===== src/rtl/i2cBusPkg.sv =====
// Bus timing is set for simulation; scale SclHalfPeriod to the system clock for a real SCL rate
`default_nettype none

package i2cBusPkg;

    typedef logic [9:0] halfCount_t;  // Half-period counter
    typedef logic [3:0] bitCount_t;   // Bit index, 8 is the acknowledge slot
    typedef logic [7:0] byte_t;

    // Clock cycles per SCL phase
    localparam halfCount_t SclHalfPeriod = 10'd16;

    // Bus sequencer states
    typedef enum logic [3:0] {
        Idle,
        Fetch,
        Execute,
        StartSda1,
        StartScl1,
        StartSda0,
        StartScl0,
        SendScl0,
        SendScl1,
        GetScl0,
        GetScl1,
        StopSda0,
        StopScl1,
        StopSda1
    } busState_t;

endpackage

`default_nettype wire


===== src/rtl/ioExpPkg.sv =====
// Only expanders on the fixed 0100 address nibble with four registers are reachable
`default_nettype none

package ioExpPkg;

    typedef logic [2:0] expAddr_t;  // Hardware address pins of the expander
    typedef logic [1:0] regAddr_t;  // Register index inside the expander

    // Upper nibble of the 7-bit slave address
    localparam logic [3:0] ExpBaseAddr = 4'b0100;

    // Commands stored in the sequence rows
    typedef enum logic [2:0] {
        GoIdle,
        SendStart,
        SendStop,
        SendByte,
        GetByte
    } command_t;

endpackage

`default_nettype wire


===== src/rtl/sclTimer.sv =====
// Counts only while the watched line shows the expected level, so a held-low SCL stalls the phase
`timescale 1ns/1ns
`default_nettype none

module sclTimer (
    input  wire  Clk_ik,
    input  wire  rstN_i,
    input  wire  restart_i,     // Pulse on every bus state change
    input  wire  watchScl_i,    // 1 watches SCL, 0 watches SDA
    input  wire  expectHigh_i,
    input  wire  Scl_i,
    input  wire  Sda_i,
    output logic halfDone_o,
    output logic midPoint_o
);
    import i2cBusPkg::*;

    halfCount_t count;
    logic       lineLevel;
    logic       levelOk;

    assign lineLevel = watchScl_i ? Scl_i : Sda_i;
    assign levelOk   = lineLevel == expectHigh_i;

    // A slave stretching SCL keeps the line away from the expected level,
    // which holds the count at zero until it lets go
    always_ff @(posedge Clk_ik) begin
        if (!rstN_i) begin
            count <= '0;
        end else if (restart_i || !levelOk) begin
            count <= '0;
        end else if (count != SclHalfPeriod) begin
            count <= count + 10'd1;   // Saturates so an idle bus does not wrap
        end
    end

    assign halfDone_o = count == SclHalfPeriod;
    assign midPoint_o = count == (SclHalfPeriod >> 1);  // Quarter of the SCL period

endmodule

`default_nettype wire


===== src/rtl/i2cByteShifter.sv =====
// One byte per load, MSB first; the ninth bit is the acknowledge slot and is never shifted into data
`timescale 1ns/1ns
`default_nettype none

module i2cByteShifter (
    input  wire                     Clk_ik,
    input  wire                     rstN_i,
    input  wire                     loadByte_i,
    input  wire  i2cBusPkg::byte_t  byte_i,
    input  wire                     shiftTx_i,   // End of a sent bit's SCL high phase
    input  wire                     shiftRx_i,   // End of a received bit's SCL high phase
    input  wire                     Sda_i,
    output logic                    txLow_o,
    output logic                    byteDone_o,
    output logic                    nack_o,
    output i2cBusPkg::byte_t        rxByte_o
);
    import i2cBusPkg::*;

    bitCount_t bitCount;
    byte_t     shiftReg;

    // Bit counter and acknowledge capture
    always_ff @(posedge Clk_ik) begin
        if (!rstN_i) begin
            bitCount <= '0;
            nack_o   <= 1'b0;
        end else if (loadByte_i) begin
            bitCount <= '0;
        end else if (shiftTx_i || shiftRx_i) begin
            if (bitCount != 4'd9) begin
                bitCount <= bitCount + 4'd1;
            end
            if (shiftTx_i && bitCount == 4'd8) begin
                nack_o <= Sda_i;   // High means nobody acknowledged
            end
        end
    end

    always_ff @(posedge Clk_ik) begin
        if (loadByte_i) begin
            shiftReg <= byte_i;
        end else if (shiftTx_i) begin
            shiftReg <= {shiftReg[6:0], 1'b0};
        end else if (shiftRx_i && bitCount < 4'd8) begin
            shiftReg <= {shiftReg[6:0], Sda_i};   // Received bits enter at the LSB
        end
    end

    // SDA is released during the acknowledge slot and after it
    assign txLow_o    = !shiftReg[7] && bitCount < 4'd8;
    assign byteDone_o = bitCount == 4'd9;
    assign rxByte_o   = shiftReg;

endmodule

`default_nettype wire


===== src/rtl/ioExpCmdRom.sv =====
// Single-register write and single-byte read sequences only; rows past the end read as GoIdle
`timescale 1ns/1ns
`default_nettype none

module ioExpCmdRom (
    input  wire                      Clk_ik,
    input  wire                      rstN_i,
    input  wire                      captureReq_i,
    input  wire                      isWrite_i,
    input  wire  ioExpPkg::expAddr_t expAddr_i,
    input  wire  ioExpPkg::regAddr_t regAddr_i,
    input  wire  i2cBusPkg::byte_t   data_i,
    input  wire                      nextCmd_i,
    output ioExpPkg::command_t       cmd_o,
    output i2cBusPkg::byte_t         cmdByte_o
);
    import ioExpPkg::*;
    import i2cBusPkg::*;

    logic       isWriteQ;
    logic [2:0] ptr;        // Row 7 is GoIdle in both sequences
    expAddr_t   expAddrQ;
    regAddr_t   regAddrQ;
    byte_t      dataQ;
    logic [6:0] devAddr;
    command_t   rowCmd;
    byte_t      rowByte;

    assign devAddr = {ExpBaseAddr, expAddrQ};

    always_comb begin
        if (isWriteQ) begin
            case (ptr)
                3'd0:             rowCmd = SendStart;
                3'd1, 3'd2, 3'd3: rowCmd = SendByte;
                3'd4:             rowCmd = SendStop;
                default:          rowCmd = GoIdle;
            endcase
        end else begin
            case (ptr)
                3'd0, 3'd3:       rowCmd = SendStart;  // Row 3 is the repeated start
                3'd1, 3'd2, 3'd4: rowCmd = SendByte;
                3'd5:             rowCmd = GetByte;    // Single byte, master NACKs
                3'd6:             rowCmd = SendStop;
                default:          rowCmd = GoIdle;
            endcase
        end
        // Byte column is shared, start and stop rows ignore it
        case (ptr)
            3'd1:    rowByte = {devAddr, 1'b0};    // Slave address, write
            3'd2:    rowByte = {6'b0, regAddrQ};
            3'd3:    rowByte = dataQ;
            3'd4:    rowByte = {devAddr, 1'b1};    // Slave address, read
            default: rowByte = 8'h00;
        endcase
    end

    always_ff @(posedge Clk_ik) begin
        if (!rstN_i) begin
            isWriteQ <= 1'b0;
            ptr      <= '0;
            cmd_o    <= GoIdle;
        end else if (captureReq_i) begin
            isWriteQ <= isWrite_i;
            ptr      <= '0;
            cmd_o    <= SendStart;  // Row 0 of both sequences, ready for the first Fetch
        end else begin
            cmd_o <= rowCmd;
            if (nextCmd_i && ptr != 3'd7) begin
                ptr <= ptr + 3'd1;
            end
        end
    end

    always_ff @(posedge Clk_ik) begin
        if (captureReq_i) begin
            expAddrQ  <= expAddr_i;
            regAddrQ  <= regAddr_i;
            dataQ     <= data_i;
            cmdByte_o <= 8'h00;
        end else begin
            cmdByte_o <= rowByte;
        end
    end

endmodule

`default_nettype wire


===== src/rtl/i2cSeqFsm.sv =====
// Requests are levels taken only in Idle with busy low; write wins when both are set
`timescale 1ns/1ns
`default_nettype none

module i2cSeqFsm (
    input  wire                      Clk_ik,
    input  wire                      rstN_i,
    input  wire                      wrReq_i,
    input  wire                      rdReq_i,
    input  wire  ioExpPkg::command_t cmd_i,
    input  wire                      halfDone_i,
    input  wire                      midPoint_i,
    input  wire                      txLow_i,
    input  wire                      byteDone_i,
    input  wire                      nack_i,
    input  wire  i2cBusPkg::byte_t   rxByte_i,
    output logic                     captureReq_o,
    output logic                     isWrite_o,
    output logic                     nextCmd_o,
    output logic                     loadByte_o,
    output logic                     shiftTx_o,
    output logic                     shiftRx_o,
    output logic                     restart_o,
    output logic                     watchScl_o,
    output logic                     expectHigh_o,
    output logic                     SclOe_o,       // 1 pulls SCL low
    output logic                     SdaOe_o,       // 1 pulls SDA low
    output logic                     busy_o,
    output logic                     wrOn_o,
    output logic                     rdOn_o,
    output logic                     newByteRead_o,
    output i2cBusPkg::byte_t         byteOut_o,
    output logic                     ackError_o
);
    import i2cBusPkg::*;
    import ioExpPkg::*;

    busState_t state;
    busState_t stateNext;
    command_t  lastCmd;   // Command being executed, read back in the next Fetch
    logic      accept;

    assign accept       = state == Idle && !busy_o && (wrReq_i || rdReq_i);
    assign captureReq_o = accept;
    assign isWrite_o    = wrReq_i;
    assign nextCmd_o    = state == Fetch;
    assign loadByte_o   = state == Fetch;
    assign shiftTx_o    = state == SendScl1 && halfDone_i;
    assign shiftRx_o    = state == GetScl1 && halfDone_i;
    assign restart_o    = stateNext != state;

    always_comb begin
        stateNext = state;
        case (state)
            Idle:      if (accept) stateNext = Fetch;
            Fetch:     stateNext = Execute;
            Execute: begin
                case (cmd_i)
                    SendStart: stateNext = StartSda1;
                    SendByte:  stateNext = SendScl0;
                    GetByte:   stateNext = GetScl0;
                    SendStop:  stateNext = StopSda0;
                    default:   stateNext = Idle;
                endcase
            end
            StartSda1: if (halfDone_i) stateNext = StartScl1;
            StartScl1: if (halfDone_i) stateNext = StartSda0;
            StartSda0: if (halfDone_i) stateNext = StartScl0;
            StartScl0: if (halfDone_i) stateNext = Fetch;
            SendScl0:  if (halfDone_i) stateNext = byteDone_i ? Fetch : SendScl1;
            SendScl1:  if (halfDone_i) stateNext = SendScl0;
            GetScl0:   if (halfDone_i) stateNext = byteDone_i ? Fetch : GetScl1;
            GetScl1:   if (halfDone_i) stateNext = GetScl0;
            StopSda0:  if (halfDone_i) stateNext = StopScl1;
            StopScl1:  if (halfDone_i) stateNext = StopSda1;
            StopSda1:  if (halfDone_i) stateNext = Fetch;
            default:   stateNext = Idle;
        endcase
    end

    // Line and level the timer waits for, SCL high unless listed
    always_comb begin
        watchScl_o   = 1'b1;
        expectHigh_o = 1'b1;
        case (state)
            StartSda1, StopSda1: watchScl_o = 1'b0;
            StartSda0, StopSda0: begin
                watchScl_o   = 1'b0;
                expectHigh_o = 1'b0;
            end
            StartScl0, SendScl0, GetScl0: expectHigh_o = 1'b0;
            default: ;
        endcase
    end

    always_ff @(posedge Clk_ik) begin
        if (!rstN_i) begin
            state         <= Idle;
            lastCmd       <= GoIdle;
            SclOe_o       <= 1'b0;
            SdaOe_o       <= 1'b0;
            busy_o        <= 1'b0;
            wrOn_o        <= 1'b0;
            rdOn_o        <= 1'b0;
            newByteRead_o <= 1'b0;
            ackError_o    <= 1'b0;
        end else begin
            state         <= stateNext;
            newByteRead_o <= 1'b0;
            ackError_o    <= 1'b0;
            case (state)
                Idle: begin
                    SclOe_o <= 1'b0;
                    SdaOe_o <= 1'b0;
                    lastCmd <= GoIdle;   // No byte status on the first Fetch
                    busy_o  <= accept;
                    wrOn_o  <= accept && wrReq_i;
                    rdOn_o  <= accept && !wrReq_i;
                end
                Fetch: begin
                    newByteRead_o <= lastCmd == GetByte;
                    ackError_o    <= lastCmd == SendByte && nack_i;
                end
                Execute:   lastCmd <= cmd_i;
                StartSda1: SdaOe_o <= 1'b0;
                StartScl1: SclOe_o <= 1'b0;
                StartSda0: SdaOe_o <= 1'b1;   // Start condition, SDA falls with SCL high
                StartScl0: SclOe_o <= 1'b1;
                SendScl0: begin
                    SclOe_o <= 1'b1;
                    if (midPoint_i) begin
                        SdaOe_o <= txLow_i;   // Data changes well inside SCL low
                    end
                end
                SendScl1:  SclOe_o <= 1'b0;
                GetScl0: begin
                    SclOe_o <= 1'b1;
                    SdaOe_o <= 1'b0;          // Also the NACK of the single read byte
                end
                GetScl1:   SclOe_o <= 1'b0;
                StopSda0:  SdaOe_o <= 1'b1;
                StopScl1:  SclOe_o <= 1'b0;
                StopSda1:  SdaOe_o <= 1'b0;   // Stop condition
                default: begin
                    SclOe_o <= 1'b0;
                    SdaOe_o <= 1'b0;
                end
            endcase
        end
    end

    always_ff @(posedge Clk_ik) begin
        if (state == Fetch && lastCmd == GetByte) begin
            byteOut_o <= rxByte_i;
        end
    end

endmodule

`default_nettype wire


===== src/rtl/i2cExpMaster.sv =====
// Open-drain lines come out as pull-low enables; the caller resolves the wired-AND into Scl_i and Sda_i
`timescale 1ns/1ns
`default_nettype none

module i2cExpMaster (
    input  wire                      Clk_ik,
    input  wire                      rstN_i,
    input  wire                      wrReq_i,
    input  wire                      rdReq_i,
    input  wire  ioExpPkg::expAddr_t expAddr_i,
    input  wire  ioExpPkg::regAddr_t regAddr_i,
    input  wire  i2cBusPkg::byte_t   data_i,
    output logic                     busy_o,
    output logic                     wrOn_o,
    output logic                     rdOn_o,
    output logic                     newByteRead_o,
    output i2cBusPkg::byte_t         byteOut_o,
    output logic                     ackError_o,
    output logic                     SclOe_o,
    output logic                     SdaOe_o,
    input  wire                      Scl_i,
    input  wire                      Sda_i
);
    import i2cBusPkg::*;
    import ioExpPkg::*;

    // Sequencer to command ROM
    logic     captureReq;
    logic     isWrite;
    logic     nextCmd;
    command_t cmd;
    byte_t    cmdByte;
    // Sequencer to byte shifter
    logic     loadByte;
    logic     shiftTx;
    logic     shiftRx;
    logic     txLow;
    logic     byteDone;
    logic     nack;
    byte_t    rxByte;
    // Sequencer to timer
    logic     restart;
    logic     watchScl;
    logic     expectHigh;
    logic     halfDone;
    logic     midPoint;

    sclTimer sclTimer_i (
        .Clk_ik(Clk_ik), .rstN_i(rstN_i), .restart_i(restart), .watchScl_i(watchScl),
        .expectHigh_i(expectHigh), .Scl_i(Scl_i), .Sda_i(Sda_i),
        .halfDone_o(halfDone), .midPoint_o(midPoint)
    );

    i2cByteShifter i2cByteShifter_i (
        .Clk_ik(Clk_ik), .rstN_i(rstN_i), .loadByte_i(loadByte), .byte_i(cmdByte),
        .shiftTx_i(shiftTx), .shiftRx_i(shiftRx), .Sda_i(Sda_i),
        .txLow_o(txLow), .byteDone_o(byteDone), .nack_o(nack), .rxByte_o(rxByte)
    );

    ioExpCmdRom ioExpCmdRom_i (
        .Clk_ik(Clk_ik), .rstN_i(rstN_i), .captureReq_i(captureReq), .isWrite_i(isWrite),
        .expAddr_i(expAddr_i), .regAddr_i(regAddr_i), .data_i(data_i), .nextCmd_i(nextCmd),
        .cmd_o(cmd), .cmdByte_o(cmdByte)
    );

    i2cSeqFsm i2cSeqFsm_i (
        .Clk_ik(Clk_ik), .rstN_i(rstN_i), .wrReq_i(wrReq_i), .rdReq_i(rdReq_i),
        .cmd_i(cmd), .halfDone_i(halfDone), .midPoint_i(midPoint), .txLow_i(txLow),
        .byteDone_i(byteDone), .nack_i(nack), .rxByte_i(rxByte),
        .captureReq_o(captureReq), .isWrite_o(isWrite), .nextCmd_o(nextCmd),
        .loadByte_o(loadByte), .shiftTx_o(shiftTx), .shiftRx_o(shiftRx),
        .restart_o(restart), .watchScl_o(watchScl), .expectHigh_o(expectHigh),
        .SclOe_o(SclOe_o), .SdaOe_o(SdaOe_o), .busy_o(busy_o), .wrOn_o(wrOn_o),
        .rdOn_o(rdOn_o), .newByteRead_o(newByteRead_o), .byteOut_o(byteOut_o),
        .ackError_o(ackError_o)
    );

endmodule

`default_nettype wire


===== config.mk =====
export PLATFORM = sky130hd
export DESIGN_NAME = i2cExpMaster
export DESIGN_NICKNAME = d
export VERILOG_FILES = /design/src/rtl/i2cBusPkg.sv /design/src/rtl/ioExpPkg.sv /design/src/rtl/sclTimer.sv /design/src/rtl/i2cByteShifter.sv /design/src/rtl/ioExpCmdRom.sv /design/src/rtl/i2cSeqFsm.sv /design/src/rtl/i2cExpMaster.sv
export SDC_FILE = /design/constraint.sdc
export NUM_CORES = 1
export LEC_CHECK = 0
export BUFFER_PORTS_ARGS = -buffer_cell sky130_fd_sc_hd__buf_4
export CAP_MARGIN = 15
export CORE_UTILIZATION = 50
export CTS_BUF_LIST = sky130_fd_sc_hd__clkbuf_4 sky130_fd_sc_hd__clkbuf_8
export CTS_CLUSTER_DIAMETER = 30
export DETAILED_ROUTE_END_ITERATION = 6
export PLACE_DENSITY = 0.72
export SYNTH_ARGS = -nofsm -noshare
export SYNTH_HDL_FRONTEND = slang
export SYNTH_SLANG_ARGS = --single-unit

===== constraint.sdc =====
create_clock -name Clk_ik -period 2.2 [get_ports Clk_ik]
set_input_delay 0.11 -clock Clk_ik [delete_from_list [all_inputs] [get_ports Clk_ik]]
set_output_delay 0.11 -clock Clk_ik [all_outputs]
set_load 0.03 [all_outputs]

# After elaboration in Yosys (flattened, before gate mapping)
# Cells that the tools add are included.
word_totals:
  output_inout_bits: 15
  input_bits: 19
  reg_bits: 73
classes:
  bitwise_logic: 3
  n_mux: 29
  n_lt_le_gt_ge: 1
  reduce_logical: 40
  add_sub_neg: 3
  n_eq_ne: 35
ops:
  columns: ["op", "count"]
  rows:
  - ["$mux 4", 13]
  - ["$pmux 4 s13", 1]
  - ["$eq 4x4->1 const B", 8]
  - ["$pmux 8 s4", 1]
  - ["$mux 8", 3]
  - ["$eq 4x3->1 const B", 4]
  - ["$pmux 4 s4", 1]
  - ["$eq 3x2->1 const B", 5]
  - ["$eq 3x3->1 const B", 5]
  - ["$logic_and 1x1->1", 12]
  - ["$pmux 3 s4", 1]
  - ["$reduce_or 2->1", 6]
  - ["$add 10x1->10 const B", 1]
  - ["$eq 10x4->1 const B", 1]
  - ["$eq 10x5->1 const B", 1]
  - ["$ne 10x5->1 const B", 1]
  - ["$reduce_or 3->1", 3]
  - ["$eq 4x2->1 const B", 2]
  - ["$reduce_or 7->1", 1]
  - ["$eq 3x1->1 const B", 2]
  - ["$pmux 2 s3", 1]
  - ["$pmux 3 s2", 1]
  - ["$reduce_and 2->1", 3]
  - ["$reduce_or 6->1", 1]
  - ["other kinds (23)", 33]

# Longest topological paths before layout
# Gate-level depths: netlist of the first run.
logic_depth:
  ltp_word: 8
  ltp_mapped: 10
  mapped_depth_nobuf: 8

# Modules after synthesis
# Synthesis of the first run repeated with hierarchy kept, for this count alone.
hier_totals:
  hier_cells: 348
  area_unflattened_um2: 3622.2
modules_own_cells:
  columns: ["mod", "area_each_um2", "n_inst", "cells_per_inst"]
  rows:
  - ["i2cSeqFsm", 1321.3, 1, 150]
  - ["ioExpCmdRom", 1062.3, 1, 78]
  - ["i2cByteShifter", 640.6, 1, 56]
  - ["sclTimer", 598.1, 1, 64]

# Worst setup path before layout of the first run
# No wires, ideal clock.
synth_path:
  kind: "register -> register"
  from: "register i2cSeqFsm_i.state[3]"
  to: "register ioExpCmdRom_i.cmdByte_o[2]"
  setup_time_ps: 117
  setup_slack_ps: -77
  synth_period_minus_slack_ps: 2277
  arrival_time_ps: 2161
  path_stages_with_launch: 9
  required_ps: 2083
  path_buffers: 3
  cell_sequence: "dfxtp_1 > buf_6 > or4_1 > buf_2 > or3_1 > buf_2 > inv_1 > nor2_1 > a22o_1"
synth_between:
  elab_chain_len: 3
synth_lines:
  columns: ["element", "line", "rtl"]
  rows:
  - ["start, declared", "i2cSeqFsm.sv:38", "busState_t state;"]
  - ["start signal, assigned", "i2cSeqFsm.sv:98", "state <= Idle;"]
  - ["start signal, assigned", "i2cSeqFsm.sv:108", "state <= stateNext;"]
  - ["$logic_not 4->1", "i2cSeqFsm.sv:43", "assign accept = state == Idle && !busy_o && (wrReq_i || rdReq_i);"]
  - ["$logic_and 1x1->1 (2 in a row)", "i2cSeqFsm.sv:43", null]
  - ["via captureReq", "i2cExpMaster.sv:28", "logic captureReq;"]
  - ["end signal, assigned", "ioExpCmdRom.sv:82", "cmdByte_o <= rowByte;"]
  - ["end, declared", "ioExpCmdRom.sv:15", "output i2cBusPkg::byte_t cmdByte_o"]
# The timed path passes the listed nets, and every way through them passes these cells.
# A chain may end at the register's enable or synchronous reset.

# Final worst setup path of the first run
layout_path:
  from: "register i2cSeqFsm_i.state[1]"
  to: "register sclTimer_i.count[1]"
layout_between:
  elab_chain_len: 8
  elab_cells_between_ends: 38
  cone_classes: "eq/ne (15); mux (14); reduce/logical (9)"
layout_lines:
  columns: ["element", "line", "rtl"]
  rows:
  - ["$logic_not 4->1", "i2cSeqFsm.sv:43, i2cSeqFsm.sv:54", null]
  - ["$logic_and 1x1->1 (2 in a row)", "i2cSeqFsm.sv:43", null]
  - ["$mux 4", "i2cSeqFsm.sv:55", "Idle: if (accept) stateNext = Fetch;"]
  - ["$pmux 4 s13", "i2cSeqFsm.sv:54", "case (state)"]
  - ["$ne 4x4->1", "i2cSeqFsm.sv:50", "assign restart_o = stateNext != state;"]
  - ["$logic_or 1x1->1 *", "sclTimer.sv:30", "end else if (restart_i || !levelOk) begin"]
  - ["$reduce_or 2->1 (no line) *", null, null]
  - ["end signal, assigned", "sclTimer.sv:33", "count <= count + 10'd1;"]
  - ["end, declared", "sclTimer.sv:18", "halfCount_t count;"]
# Mark *: on every way between the ends. The rest lies on a longest branch, timed or not.

==> impl_metrics.env, run 1 <==
export IMPL_drv_cap=0
export IMPL_yosysTopAreaCellShare_pct=25.6
export IMPL_clock_fmax_mhz=468
export IMPL_io_pins=34
export IMPL_synth_edff_count=29
export IMPL_drive_gt1_share_pct=21.1
export IMPL_worst_pin_slew_ps=537
export IMPL_grt_first_pass_wirelength_um=12100
export IMPL_syn_area_um2=3450
export IMPL_die_h_um=85.0
export IMPL_grt_use_met2_pct=33.8
export IMPL_met3_usage_pct=4.38
export IMPL_dp_slack_ps=-26.2
export IMPL_hold_ws_ps=50.5
export IMPL_wl_um=7670
export IMPL_vias_per_cell=5.64
export IMPL_clk_latency_ps=350
export IMPL_dr_pass1_iters=5
export IMPL_final_setup_worst_slack_ps=65.5
export IMPL_tritoncts="yes"
export IMPL_postRouteAntennaNets=0
export IMPL_port_buffers=33
export IMPL_period_needed_ps=2130
export IMPL_synthTopCellsByCount="nand2_1 (48), dfxtp_1 (44), nor2_1 (35)"
export IMPL_cp_start_kind="flip-flop"
export IMPL_grt_pass1_vias=2562
export IMPL_antenna_cells=0
export IMPL_status="complete, no violations"
export IMPL_crit_path_max_fanout=5
export IMPL_relSlewSlack_pct=64.1
export IMPL_gr_total_overflow=0
export IMPL_power_density_nw_per_um2=964
export IMPL_drcViolationCount=0
export IMPL_ys_ff_latch=73
export IMPL_final_core_util_pct=66.6
export IMPL_clockRootBuffer="clkbuf_8"
export IMPL_synth_top_cell_by_area="dfxtp_1"
export IMPL_path_clk_slew_ps=80
export IMPL_cts_made_buffers=9
export IMPL_skew_ps=11.3
export IMPL_rows=29
export IMPL_multi_input_area_um2=1660
export IMPL_nets=446
export IMPL_coreArea_um2=6490
export IMPL_grt_setup_unrepaired="yes"
export IMPL_yosys_warnings=0
export IMPL_drtIter0Drc=286
export IMPL_end_kind="flip-flop"
export IMPL_die_area_um2=7230
export IMPL_regArea_um2=1750
export IMPL_vias=2810
export IMPL_synthCells=357
export IMPL_fin_crit_sh_pct=97.0
export IMPL_synth_area_leaders="dfxtp_1 (26%), edfxtp_1 (25%), nand2_1 (5.2%)"
export IMPL_peakVddDrop_mv=0.649
export IMPL_worstPathRequired_ps=2430
export IMPL_gp_congestion=0.906
export IMPL_min_delay_path_class="primary input to flip-flop"
export IMPL_use_met1_pct=28.5
export IMPL_crit_type="flip-flop to flip-flop"
export IMPL_synth_most_common_cell="nand2_1"
export IMPL_arrival_ps=2370
export IMPL_busiest_layer="met2"
export IMPL_ys_seq_area_share_pct=50.8
export IMPL_ys_async_sr_fraction_pct=0
export IMPL_htreeDepth=3
export IMPL_synth_nets=387
export IMPL_wl_per_cell_um=15.4
export IMPL_finalSetupViolCount=0
export IMPL_r2r_slack_ps=70
export IMPL_synth_ff_type="dfxtp_1"
export IMPL_finalHoldViolations=0
export IMPL_grt_max_degree=30
export IMPL_track_usage_pct=21.4
export IMPL_clk_path_buf_depth=2
export IMPL_synth_area_per_cell_um2=9.65
export IMPL_fill_cells=499
export IMPL_tns_ps=0
export IMPL_antenna_found_initial=0
export IMPL_syn_to_final_growth_pct=25.5
export IMPL_p_leak_nw=1.66
export IMPL_final_max_slew_viol_count=0
export IMPL_post_place_cells=467
export IMPL_instances_no_fill=498
export IMPL_start_util_pct=53.1
export IMPL_synthDistinctLibCells=57
export IMPL_clock_sinks=73
export IMPL_dp_hpwl_um=4940
export IMPL_die_x_um=85.0
-- where the power goes --
| part | internal, mW | leakage [nW] | switching (mW) | total (mW) |
|---|---|---|---|---|
| sequential | 1.69 | 0.629 | 0.123 | 1.81 |
| combinational | 0.509 | 0.931 | 0.798 | 1.31 |
| clock | 0.540 | 0.0999 | 0.512 | 1.05 |
| total | 2.74 | 1.66 | 1.43 | 4.17 |
-- per-layer routing --
metal  routed length [µm]  share of wire, %
met2                 3530                46
met1                 3520                46
met3                  460               6.0
met4                  162               2.1
met5                    0                 0
-- cells by family after synthesis --
kind of cell	synth area share (%)
AOI/OAI and AO/OA	15.4
xor gates and xnor gates	3.81
adders and majority gates	4.28
buffers and inverters	4.10
DFF	50.8
muxes	1.74
and+or+nand+nor	19.8
-- state kept, by name, indices dropped and copies added, names as in the netlist, 2 cells and up --
name                       cells
i2cSeqFsm_i.state              4
ioExpCmdRom_i.regAddrQ         2
i2cSeqFsm_i.lastCmd            3
i2cSeqFsm_i.byteOut_o          8
ioExpCmdRom_i.dataQ            8
ioExpCmdRom_i.cmd_o            3
ioExpCmdRom_i.ptr              3
ioExpCmdRom_i.expAddrQ         3
i2cByteShifter_i.rxByte_o      8
ioExpCmdRom_i.cmdByte_o        8
i2cByteShifter_i.bitCount      4
sclTimer_i.count              10
-- area by class of cell --
| class | count | area share [%] |
|---|---|---|
| timing repair buffer | 67 | 13.0 |
| sequential | 73 | 40.5 |
| clock buffer | 10 | 3.04 |
| inverter | 14 | 1.30 |
| clock inverter | 6 | 1.59 |
| multi-input combinational | 251 | 38.3 |
| tap | 77 | 2.23 |
-- per-stage QoR --
stage | cell area [µm²] | total power [mW]
6_report | 4320 | 4.17
5_1_grt | 4320 | 4.39
4_1_cts | 4220 | 4.06
3_5_place_dp | 3890 | 2.99
3_3_place_gp | 3890 | 2.97
2_1_floorplan | 3450 | 2.58
-- layout by cell type, fill, tap and decap left out, types with 3 or more instances in the layout --
cell / Yosys / routed
o21ai_0: 11 / 11
dlygate4sd3_1: 0 / 13
ha_1: 11 / 11
buf_4: 0 / 51
nand2b_1: 4 / 3
a211oi_1: 4 / 4
nand2_1: 48 / 48
edfxtp_1: 29 / 29
xor2_1: 7 / 7
o21a_1: 4 / 4
dfxtp_1: 44 / 44
a21oi_1: 22 / 22
o211ai_1: 3 / 3
and2_1: 5 / 5
mux2i_1: 6 / 5
nor3_1: 10 / 10
clkinv_4: 0 / 3
and3_1: 7 / 6
nand3b_1: 3 / 3
nor2b_1: 4 / 4
a22o_1: 3 / 3
a21o_1: 4 / 4
nor2_1: 35 / 34
inv_1: 13 / 12
xnor2_1: 8 / 8
clkbuf_8: 0 / 9
nand3_1: 13 / 12
-- worst max-delay path, stage by stage, from the launching register on --
cell	delay, ps
dfxtp_1	390
or4b_2	680
o311a_1	410
o31ai_4	80
nor4_4	70
buf_4	170
o211ai_4	120
nor3_1	100
-- final timing paths --
check	depth (start not counted)	start	to
setup reg to reg	7	i2cSeqFsm_i.state[1]$_SDFF_PN0_	sclTimer_i.count[1]$_SDFFE_PP0N_
hold / removal	2	rstN_i	i2cSeqFsm_i.newByteRead_o$_SDFF_PN0_
setup / recovery	7	i2cSeqFsm_i.state[1]$_SDFF_PN0_	sclTimer_i.count[1]$_SDFFE_PP0N_
hold reg to reg	1	ioExpCmdRom_i.dataQ[6]$_DFFE_PP_	ioExpCmdRom_i.cmdByte_o[6]$_SDFF_PP0_
-- timing repair --
| action | CTS | global route |
|---|---|---|
| hold endpoints to repair | 13 | 0 |
| pin swaps | 0 | 1 |
| setup endpoints to repair | 10 | 18 |
| buffers inserted | 0 | 1 |
| gates resized for setup | 1 | 15 |
| hold buffers | 13 | 0 |
| gates cloned | 0 | 1 |
Note: power is estimated with default switching activity, not from simulation.
==> run 2: changes to the inputs <==
--- a/config.mk
+++ b/config.mk
@@ -7,6 +7,7 @@
 export LEC_CHECK = 0
 export BUFFER_PORTS_ARGS = -buffer_cell sky130_fd_sc_hd__buf_4
 export CAP_MARGIN = 15
+export CORE_ASPECT_RATIO = 1.1
 export CORE_UTILIZATION = 50
 export CTS_BUF_LIST = sky130_fd_sc_hd__clkbuf_4 sky130_fd_sc_hd__clkbuf_8
 export CTS_CLUSTER_DIAMETER = 30
==> constraint.sdc (replaced) <==
create_clock -name Clk_ik -period 2.2 [get_ports Clk_ik]
set_input_delay 0.44 -clock Clk_ik [delete_from_list [all_inputs] [get_ports Clk_ik]]
set_output_delay 0.44 -clock Clk_ik [all_outputs]
set_load 0.03 [all_outputs]
==> run 2 against run 1 <==
Core utilization down 4.4 points. Clock power shrank 12%. Sequential cell count unchanged. Critical endpoint unchanged. Largest power group unchanged. Highest routed layer unchanged.
==> impl_metrics.env, run 2 (synthesis gave the netlist of run 1 again) <==
export IMPL_syn_to_final_growth_pct=19.6
export IMPL_htreeDepth=3
export IMPL_clk_latency_ps=350
export IMPL_cp_start_kind="flip-flop"
export IMPL_arrival_ps=2310
export IMPL_tritoncts="yes"
export IMPL_gr_total_overflow=0
export IMPL_rows=31
export IMPL_vias_per_cell=5.56
export IMPL_r2r_slack_ps=110
export IMPL_regArea_um2=1750
export IMPL_io_pins=34
export IMPL_gp_congestion=0.862
export IMPL_status="complete, no violations"
export IMPL_cp_startpoint="i2cSeqFsm_i.state[3]$_SDFF_PN0_"
export IMPL_finalSetupViolCount=0
export IMPL_p_comb_share_pct=30.4
export IMPL_worstPathRequired_ps=2420
export IMPL_grt_max_degree=24
export IMPL_rr_startpoint="i2cSeqFsm_i.state[3]$_SDFF_PN0_"
export IMPL_skew_ps=7.14
export IMPL_finalHoldViolations=0
export IMPL_final_core_util_pct=62.2
export IMPL_cts_made_buffers=9
export IMPL_largest_register="sclTimer_i.count"
export IMPL_final_common_cell="buf_4"
export IMPL_internal_power_mw=2.58
export IMPL_r2r_end="sclTimer_i.count[1]$_SDFFE_PP0N_"
export IMPL_drive_gt1_share_pct=21.5
export IMPL_p_sw_share_pct=34.5
export IMPL_fin_crit_sh_pct=94.8
export IMPL_die_h_um=89.1
export IMPL_clock_fmax_mhz=479
export IMPL_worst_pin_slew_ps=400
export IMPL_p_leak_nw=1.60
export IMPL_grt_setup_unrepaired="no"
export IMPL_start_util_pct=52.0
export IMPL_rr_worst_depth=6
export IMPL_switchingPower_mw=1.36
export IMPL_antenna_found_initial=0
export IMPL_multi_input_area_um2=1610
export IMPL_drcViolationCount=0
export IMPL_postRouteAntennaNets=0
export IMPL_peakVddDrop_mv=0.639
export IMPL_most_common_layout_cells="buf_4 (57), nand2_1 (48), dfxtp_1 (44), nor2_1 (33), edfxtp_1 (29)"
export IMPL_clk_path_buf_depth=2
export IMPL_wl_per_cell_um=14.7
export IMPL_final_max_slew_viol_count=0
export IMPL_drtIter0Drc=188
export IMPL_die_x_um=81.2
export IMPL_crit_path_max_fanout=10
export IMPL_port_buffers=33
export IMPL_wl_um=7220
export IMPL_grt_pass1_vias=2540
export IMPL_vias=2735
export IMPL_coreArea_um2=6630
export IMPL_final_setup_worst_slack_ps=114
export IMPL_drv_cap=0
export IMPL_path_clk_slew_ps=80
export IMPL_largest_reg_flops=10
export IMPL_end_kind="flip-flop"
export IMPL_dr_pass1_iters=7
export IMPL_crit_type="flip-flop to flip-flop"
export IMPL_period_needed_ps=2090
export IMPL_pwr_share_clk_pct=23.6
export IMPL_clock_sinks=73
export IMPL_track_usage_pct=20.9
export IMPL_nets=435
export IMPL_crit_path_end="sclTimer_i.count[1]$_SDFFE_PP0N_"
export IMPL_dp_hpwl_um=5220
export IMPL_grt_first_pass_wirelength_um=11400
export IMPL_power_density_nw_per_um2=955
export IMPL_die_area_um2=7230
export IMPL_min_delay_path_class="primary input to flip-flop"
export IMPL_p_seq_share_pct=46.0
export IMPL_fill_cells=551
export IMPL_clockRootBuffer="clkbuf_8"
export IMPL_antenna_cells=0
export IMPL_relSlewSlack_pct=73.1
export IMPL_dp_slack_ps=-125
==> run 2: critical path, cell delays in order (launching register included) <==
cell,delay (ps)
dfxtp_1,350
or4_1,590
or3_1,500
o221ai_2,160
nor4_4,90
o211ai_4,170
nor3_1,110
==> run 2: worst min-delay path by stage <==
stage / to / slack (ps) / depth (start not counted) / startpoint
final: ioExpCmdRom_i.regAddrQ[1]$_DFFE_PP_ / 260 / 1 / regAddr_i[1]
after global routing: ioExpCmdRom_i.dataQ[4]$_DFFE_PP_ / 250 / 1 / data_i[4]
after CTS: ioExpCmdRom_i.dataQ[4]$_DFFE_PP_ / 260 / 1 / data_i[4]
after detailed placement: ioExpCmdRom_i.cmdByte_o[4]$_SDFF_PP0_ / 430 / 1 / ioExpCmdRom_i.dataQ[4]$_DFFE_PP_
after global placement: ioExpCmdRom_i.cmdByte_o[4]$_SDFF_PP0_ / 430 / 1 / ioExpCmdRom_i.dataQ[4]$_DFFE_PP_
after floorplan: ioExpCmdRom_i.cmdByte_o[6]$_SDFF_PP0_ / 420 / 1 / ioExpCmdRom_i.dataQ[6]$_DFFE_PP_
==> run 2: per-layer routing <==
metal	routed length, µm	GRT usage (%)
met5	0	0
met4	163	10.7
met3	314	5.20
met2	3500	34.3
met1	3240	25.4
==> run 2: repair_timing <==
item,4_1_cts,5_1_grt
pin swaps,1,0
endpoints found under the setup margin,10,20
setup buffers,0,0
hold buffers,0,0
gates resized for setup,4,5
==> run 2: power groups by stage <==
stage | clock [mW] | sequential [mW] | combinational, mW
final | 0.927 | 1.81 | 1.20
after CTS | 0.941 | 1.81 | 1.18
after detailed placement | 0 | 1.84 | 1.15
after global placement | 0 | 1.83 | 1.13
after floorplan | 0 | 1.83 | 0.754
after global routing | 1.00 | 1.84 | 1.31
==> run 2: final cells by class <==
cell class,count,share of cell area (%)
Sequential cell,73,42.5
Multi-Input combinational cell,250,39.0
Timing Repair Buffer,57,10.4
Clock buffer,10,3.19
Tap cell,82,2.49
Inverter,14,1.37
Clock inverter,6,1.06
==> run 2: stage by stage <==
| stage | total power [mW] | cell area (µm²) | TNS, ps | hold WS [ps] | cells |
|---|---|---|---|---|---|
| 4_1_cts | 3.93 | 4100 | 0 | 259 | 492 |
| 3_3_place_gp | 2.96 | 3900 | 0 | 427 | 476 |
| 2_1_floorplan | 2.58 | 3450 | 0 | 420 | 357 |
| 5_1_grt | 4.15 | 4120 | 0 | 254 | 492 |
| 6_report | 3.94 | 4120 | 0 | 265 | 492 |
| 3_5_place_dp | 2.99 | 3900 | -398 | 430 | 476 |
==> run 3: changes to the inputs <==
--- a/config.mk
+++ b/config.mk
@@ -12,7 +12,7 @@
 export CTS_BUF_LIST = sky130_fd_sc_hd__clkbuf_4 sky130_fd_sc_hd__clkbuf_8
 export CTS_CLUSTER_DIAMETER = 30
 export DETAILED_ROUTE_END_ITERATION = 6
-export PLACE_DENSITY = 0.72
+export PLACE_DENSITY = 0.69
 export SYNTH_ARGS = -nofsm -noshare
 export SYNTH_HDL_FRONTEND = slang
 export SYNTH_SLANG_ARGS = --single-unit
==> constraint.sdc (replaced) <==
create_clock -name Clk_ik -period 1.98 [get_ports Clk_ik]
set_input_delay 0.396 -clock Clk_ik [delete_from_list [all_inputs] [get_ports Clk_ik]]
set_output_delay 0.396 -clock Clk_ik [all_outputs]
set_load 0.03 [all_outputs]
==> run 3 against run 2 <==
The flow now finishes with violations (negative setup slack). Final cell count is 4.5% higher. Setup slack worse by 150 ps. Clock power is 26% higher. Critical endpoint is now sclTimer_i.count[4]$_SDFFE_PP0N_. Largest cell class is now multi-input combinational cells.
==> impl_metrics.env, run 3 (synthesis gave the netlist of run 1 again) <==
export IMPL_dp_hpwl_um=5300
export IMPL_die_area_um2=7230
export IMPL_min_delay_path_class="primary input to flip-flop"
export IMPL_die_h_um=89.1
export IMPL_final_common_cell="buf_4"
export IMPL_vias=2879
export IMPL_clock_sinks=73
export IMPL_largest_register="sclTimer_i.count"
export IMPL_clk_path_buf_depth=2
export IMPL_io_pins=34
export IMPL_clk_latency_ps=350
export IMPL_dr_pass1_iters=4
export IMPL_relSlewSlack_pct=71.8
export IMPL_path_clk_slew_ps=90
export IMPL_wl_met1_um=3550
export IMPL_p_leak_nw=1.76
export IMPL_arrival_ps=2310
export IMPL_cp_startpoint="sclTimer_i.count[1]$_SDFFE_PP0N_"
export IMPL_finalSetupViolCount=3
export IMPL_hp_start="data_i[1]"
export IMPL_final_max_slew_viol_count=0
export IMPL_power_mw=4.89
export IMPL_rr_worst_depth=11
export IMPL_postLayoutCellArea_um2=4530
export IMPL_hold_ws_ps=218
export IMPL_period_needed_ps=2020
export IMPL_tritoncts="yes"
export IMPL_antenna_cells=0
export IMPL_grt_max_degree=25
export IMPL_nets=457
export IMPL_wl_met2_um=3960
export IMPL_worstPathRequired_ps=2270
export IMPL_wl_per_cell_um=15.5
export IMPL_status="complete, but fails checks"
export IMPL_violations="negative setup slack"
export IMPL_cts_made_buffers=9
export IMPL_htreeDepth=3
export IMPL_clock_fmax_mhz=495
export IMPL_placed_area_um2=4060
export IMPL_crit_path_max_fanout=5
export IMPL_antenna_found_initial=0
export IMPL_top_layer="met4"
export IMPL_fin_crit_sh_pct=102
export IMPL_crit_type="flip-flop to flip-flop"
export IMPL_power_density_nw_per_um2=1080
export IMPL_routed_wl_met3_um=274
export IMPL_coreArea_um2=6630
export IMPL_peakVddDrop_mv=0.737
export IMPL_grt_pass1_vias=2684
export IMPL_finalHoldViolations=0
export IMPL_tns_ps=-57.2
export IMPL_track_usage_pct=23.1
export IMPL_port_buffers=33
export IMPL_most_common_layout_cells="buf_4 (71), nand2_1 (48), dfxtp_1 (40), nor2_1 (31), edfxtp_1 (29)"
export IMPL_final_core_util_pct=68.3
export IMPL_rows=31
export IMPL_drtIter0Drc=154
export IMPL_grt_setup_unrepaired="yes"
export IMPL_r2r_end="sclTimer_i.count[4]$_SDFFE_PP0N_"
export IMPL_drcViolationCount=0
export IMPL_drive_gt1_share_pct=29.9
export IMPL_wl_um=7970
export IMPL_gp_congestion=0.924
export IMPL_gr_total_overflow=0
export IMPL_final_setup_worst_slack_ps=-39.3
export IMPL_rr_startpoint="sclTimer_i.count[1]$_SDFFE_PP0N_"
export IMPL_vias_per_cell=5.60
export IMPL_clockRootBuffer="clkbuf_8"
export IMPL_r2r_slack_ps=-40
export IMPL_crit_path_end="sclTimer_i.count[4]$_SDFFE_PP0N_"
export IMPL_drv_cap=0
export IMPL_start_util_pct=52.0
export IMPL_skew_ps=12.2
export IMPL_worst_pin_slew_ps=420
export IMPL_grt_first_pass_wirelength_um=12500
export IMPL_cp_start_kind="flip-flop"
export IMPL_end_kind="flip-flop"
export IMPL_die_x_um=81.2
export IMPL_largest_reg_flops=10
export IMPL_postRouteAntennaNets=0
export IMPL_syn_to_final_growth_pct=31.4
## run 3: cell count changes in the layout (fill, tap and decap cells not counted), sizes merged
| cell | previous run | this run |
|---|---|---|
| o211ai | 4 | 5 |
| bufinv | 0 | 1 |
| buf | 57 | 78 |
| clkbuf | 10 | 9 |
| inv | 13 | 14 |
| clkinv | 5 | 4 |
## run 3: metal layers
metal / up-vias / track usage (%)
met5: - / 0
met4: 0 / 11.7
met3: 18 / 5.00
met2: 59 / 39.4
met1: 1384 / 27.5
li1: 1418 / -
## run 3: worst min-delay path by stage
stage / depth (start not counted) / slack [ps] / to
after detailed placement: 1 / 440 / ioExpCmdRom_i.cmdByte_o[6]$_SDFF_PP0_
after global placement: 1 / 430 / ioExpCmdRom_i.cmdByte_o[4]$_SDFF_PP0_
final: 1 / 220 / ioExpCmdRom_i.dataQ[1]$_DFFE_PP_
after global routing: 1 / 200 / ioExpCmdRom_i.regAddrQ[0]$_DFFE_PP_
after floorplan: 1 / 420 / ioExpCmdRom_i.cmdByte_o[6]$_SDFF_PP0_
after CTS: 1 / 210 / ioExpCmdRom_i.dataQ[1]$_DFFE_PP_
## run 3: worst max-delay path: stages (launching register included)
cell and delay, ps:
dfxtp_2 340, inv_2 40, ha_4 140, nor4b_4 130, buf_4 150, nand3_4 90
buf_6 140, o221ai_4 140, nor4_4 280, buf_4 190, o211ai_4 120, nor3_2 180
## run 3: layout make-up
| class | count | area (µm²) |
|---|---|---|
| well taps | 82 | 103 |
| clock buffers | 9 | 124 |
| repair buffers | 78 | 638 |
| multi-input cells | 251 | 1770 |
| flip-flops and latches | 73 | 1760 |
| inverters | 14 | 56.3 |
| clock inverters | 7 | 77.6 |
| fillers | 513 | 2100 |
## run 3: where the power goes
group | internal, mW | total [mW] | switching (mW) | leakage, nW
sequential | 1.88 | 2.01 | 0.132 | 0.630
clock | 0.592 | 1.17 | 0.582 | 0.100
combinational | 0.747 | 1.71 | 0.960 | 1.03
total | 3.22 | 4.89 | 1.67 | 1.76
## run 3: through the flow
step / setup slack [ps] / instances
floorplan: 4.55 / 357
CTS: -19.2 / 510
global route: -105 / 514
detailed placement: -85.8 / 489
finish: -39.3 / 514
global placement: -51.3 / 489
## run 3: what timing repair did
item	in CTS	in global routing
buffers inserted	3	5
pin swaps	9	17
endpoints found under the setup margin	18	22
cloned	2	0
hold buffers	0	0
resized for setup	14	21
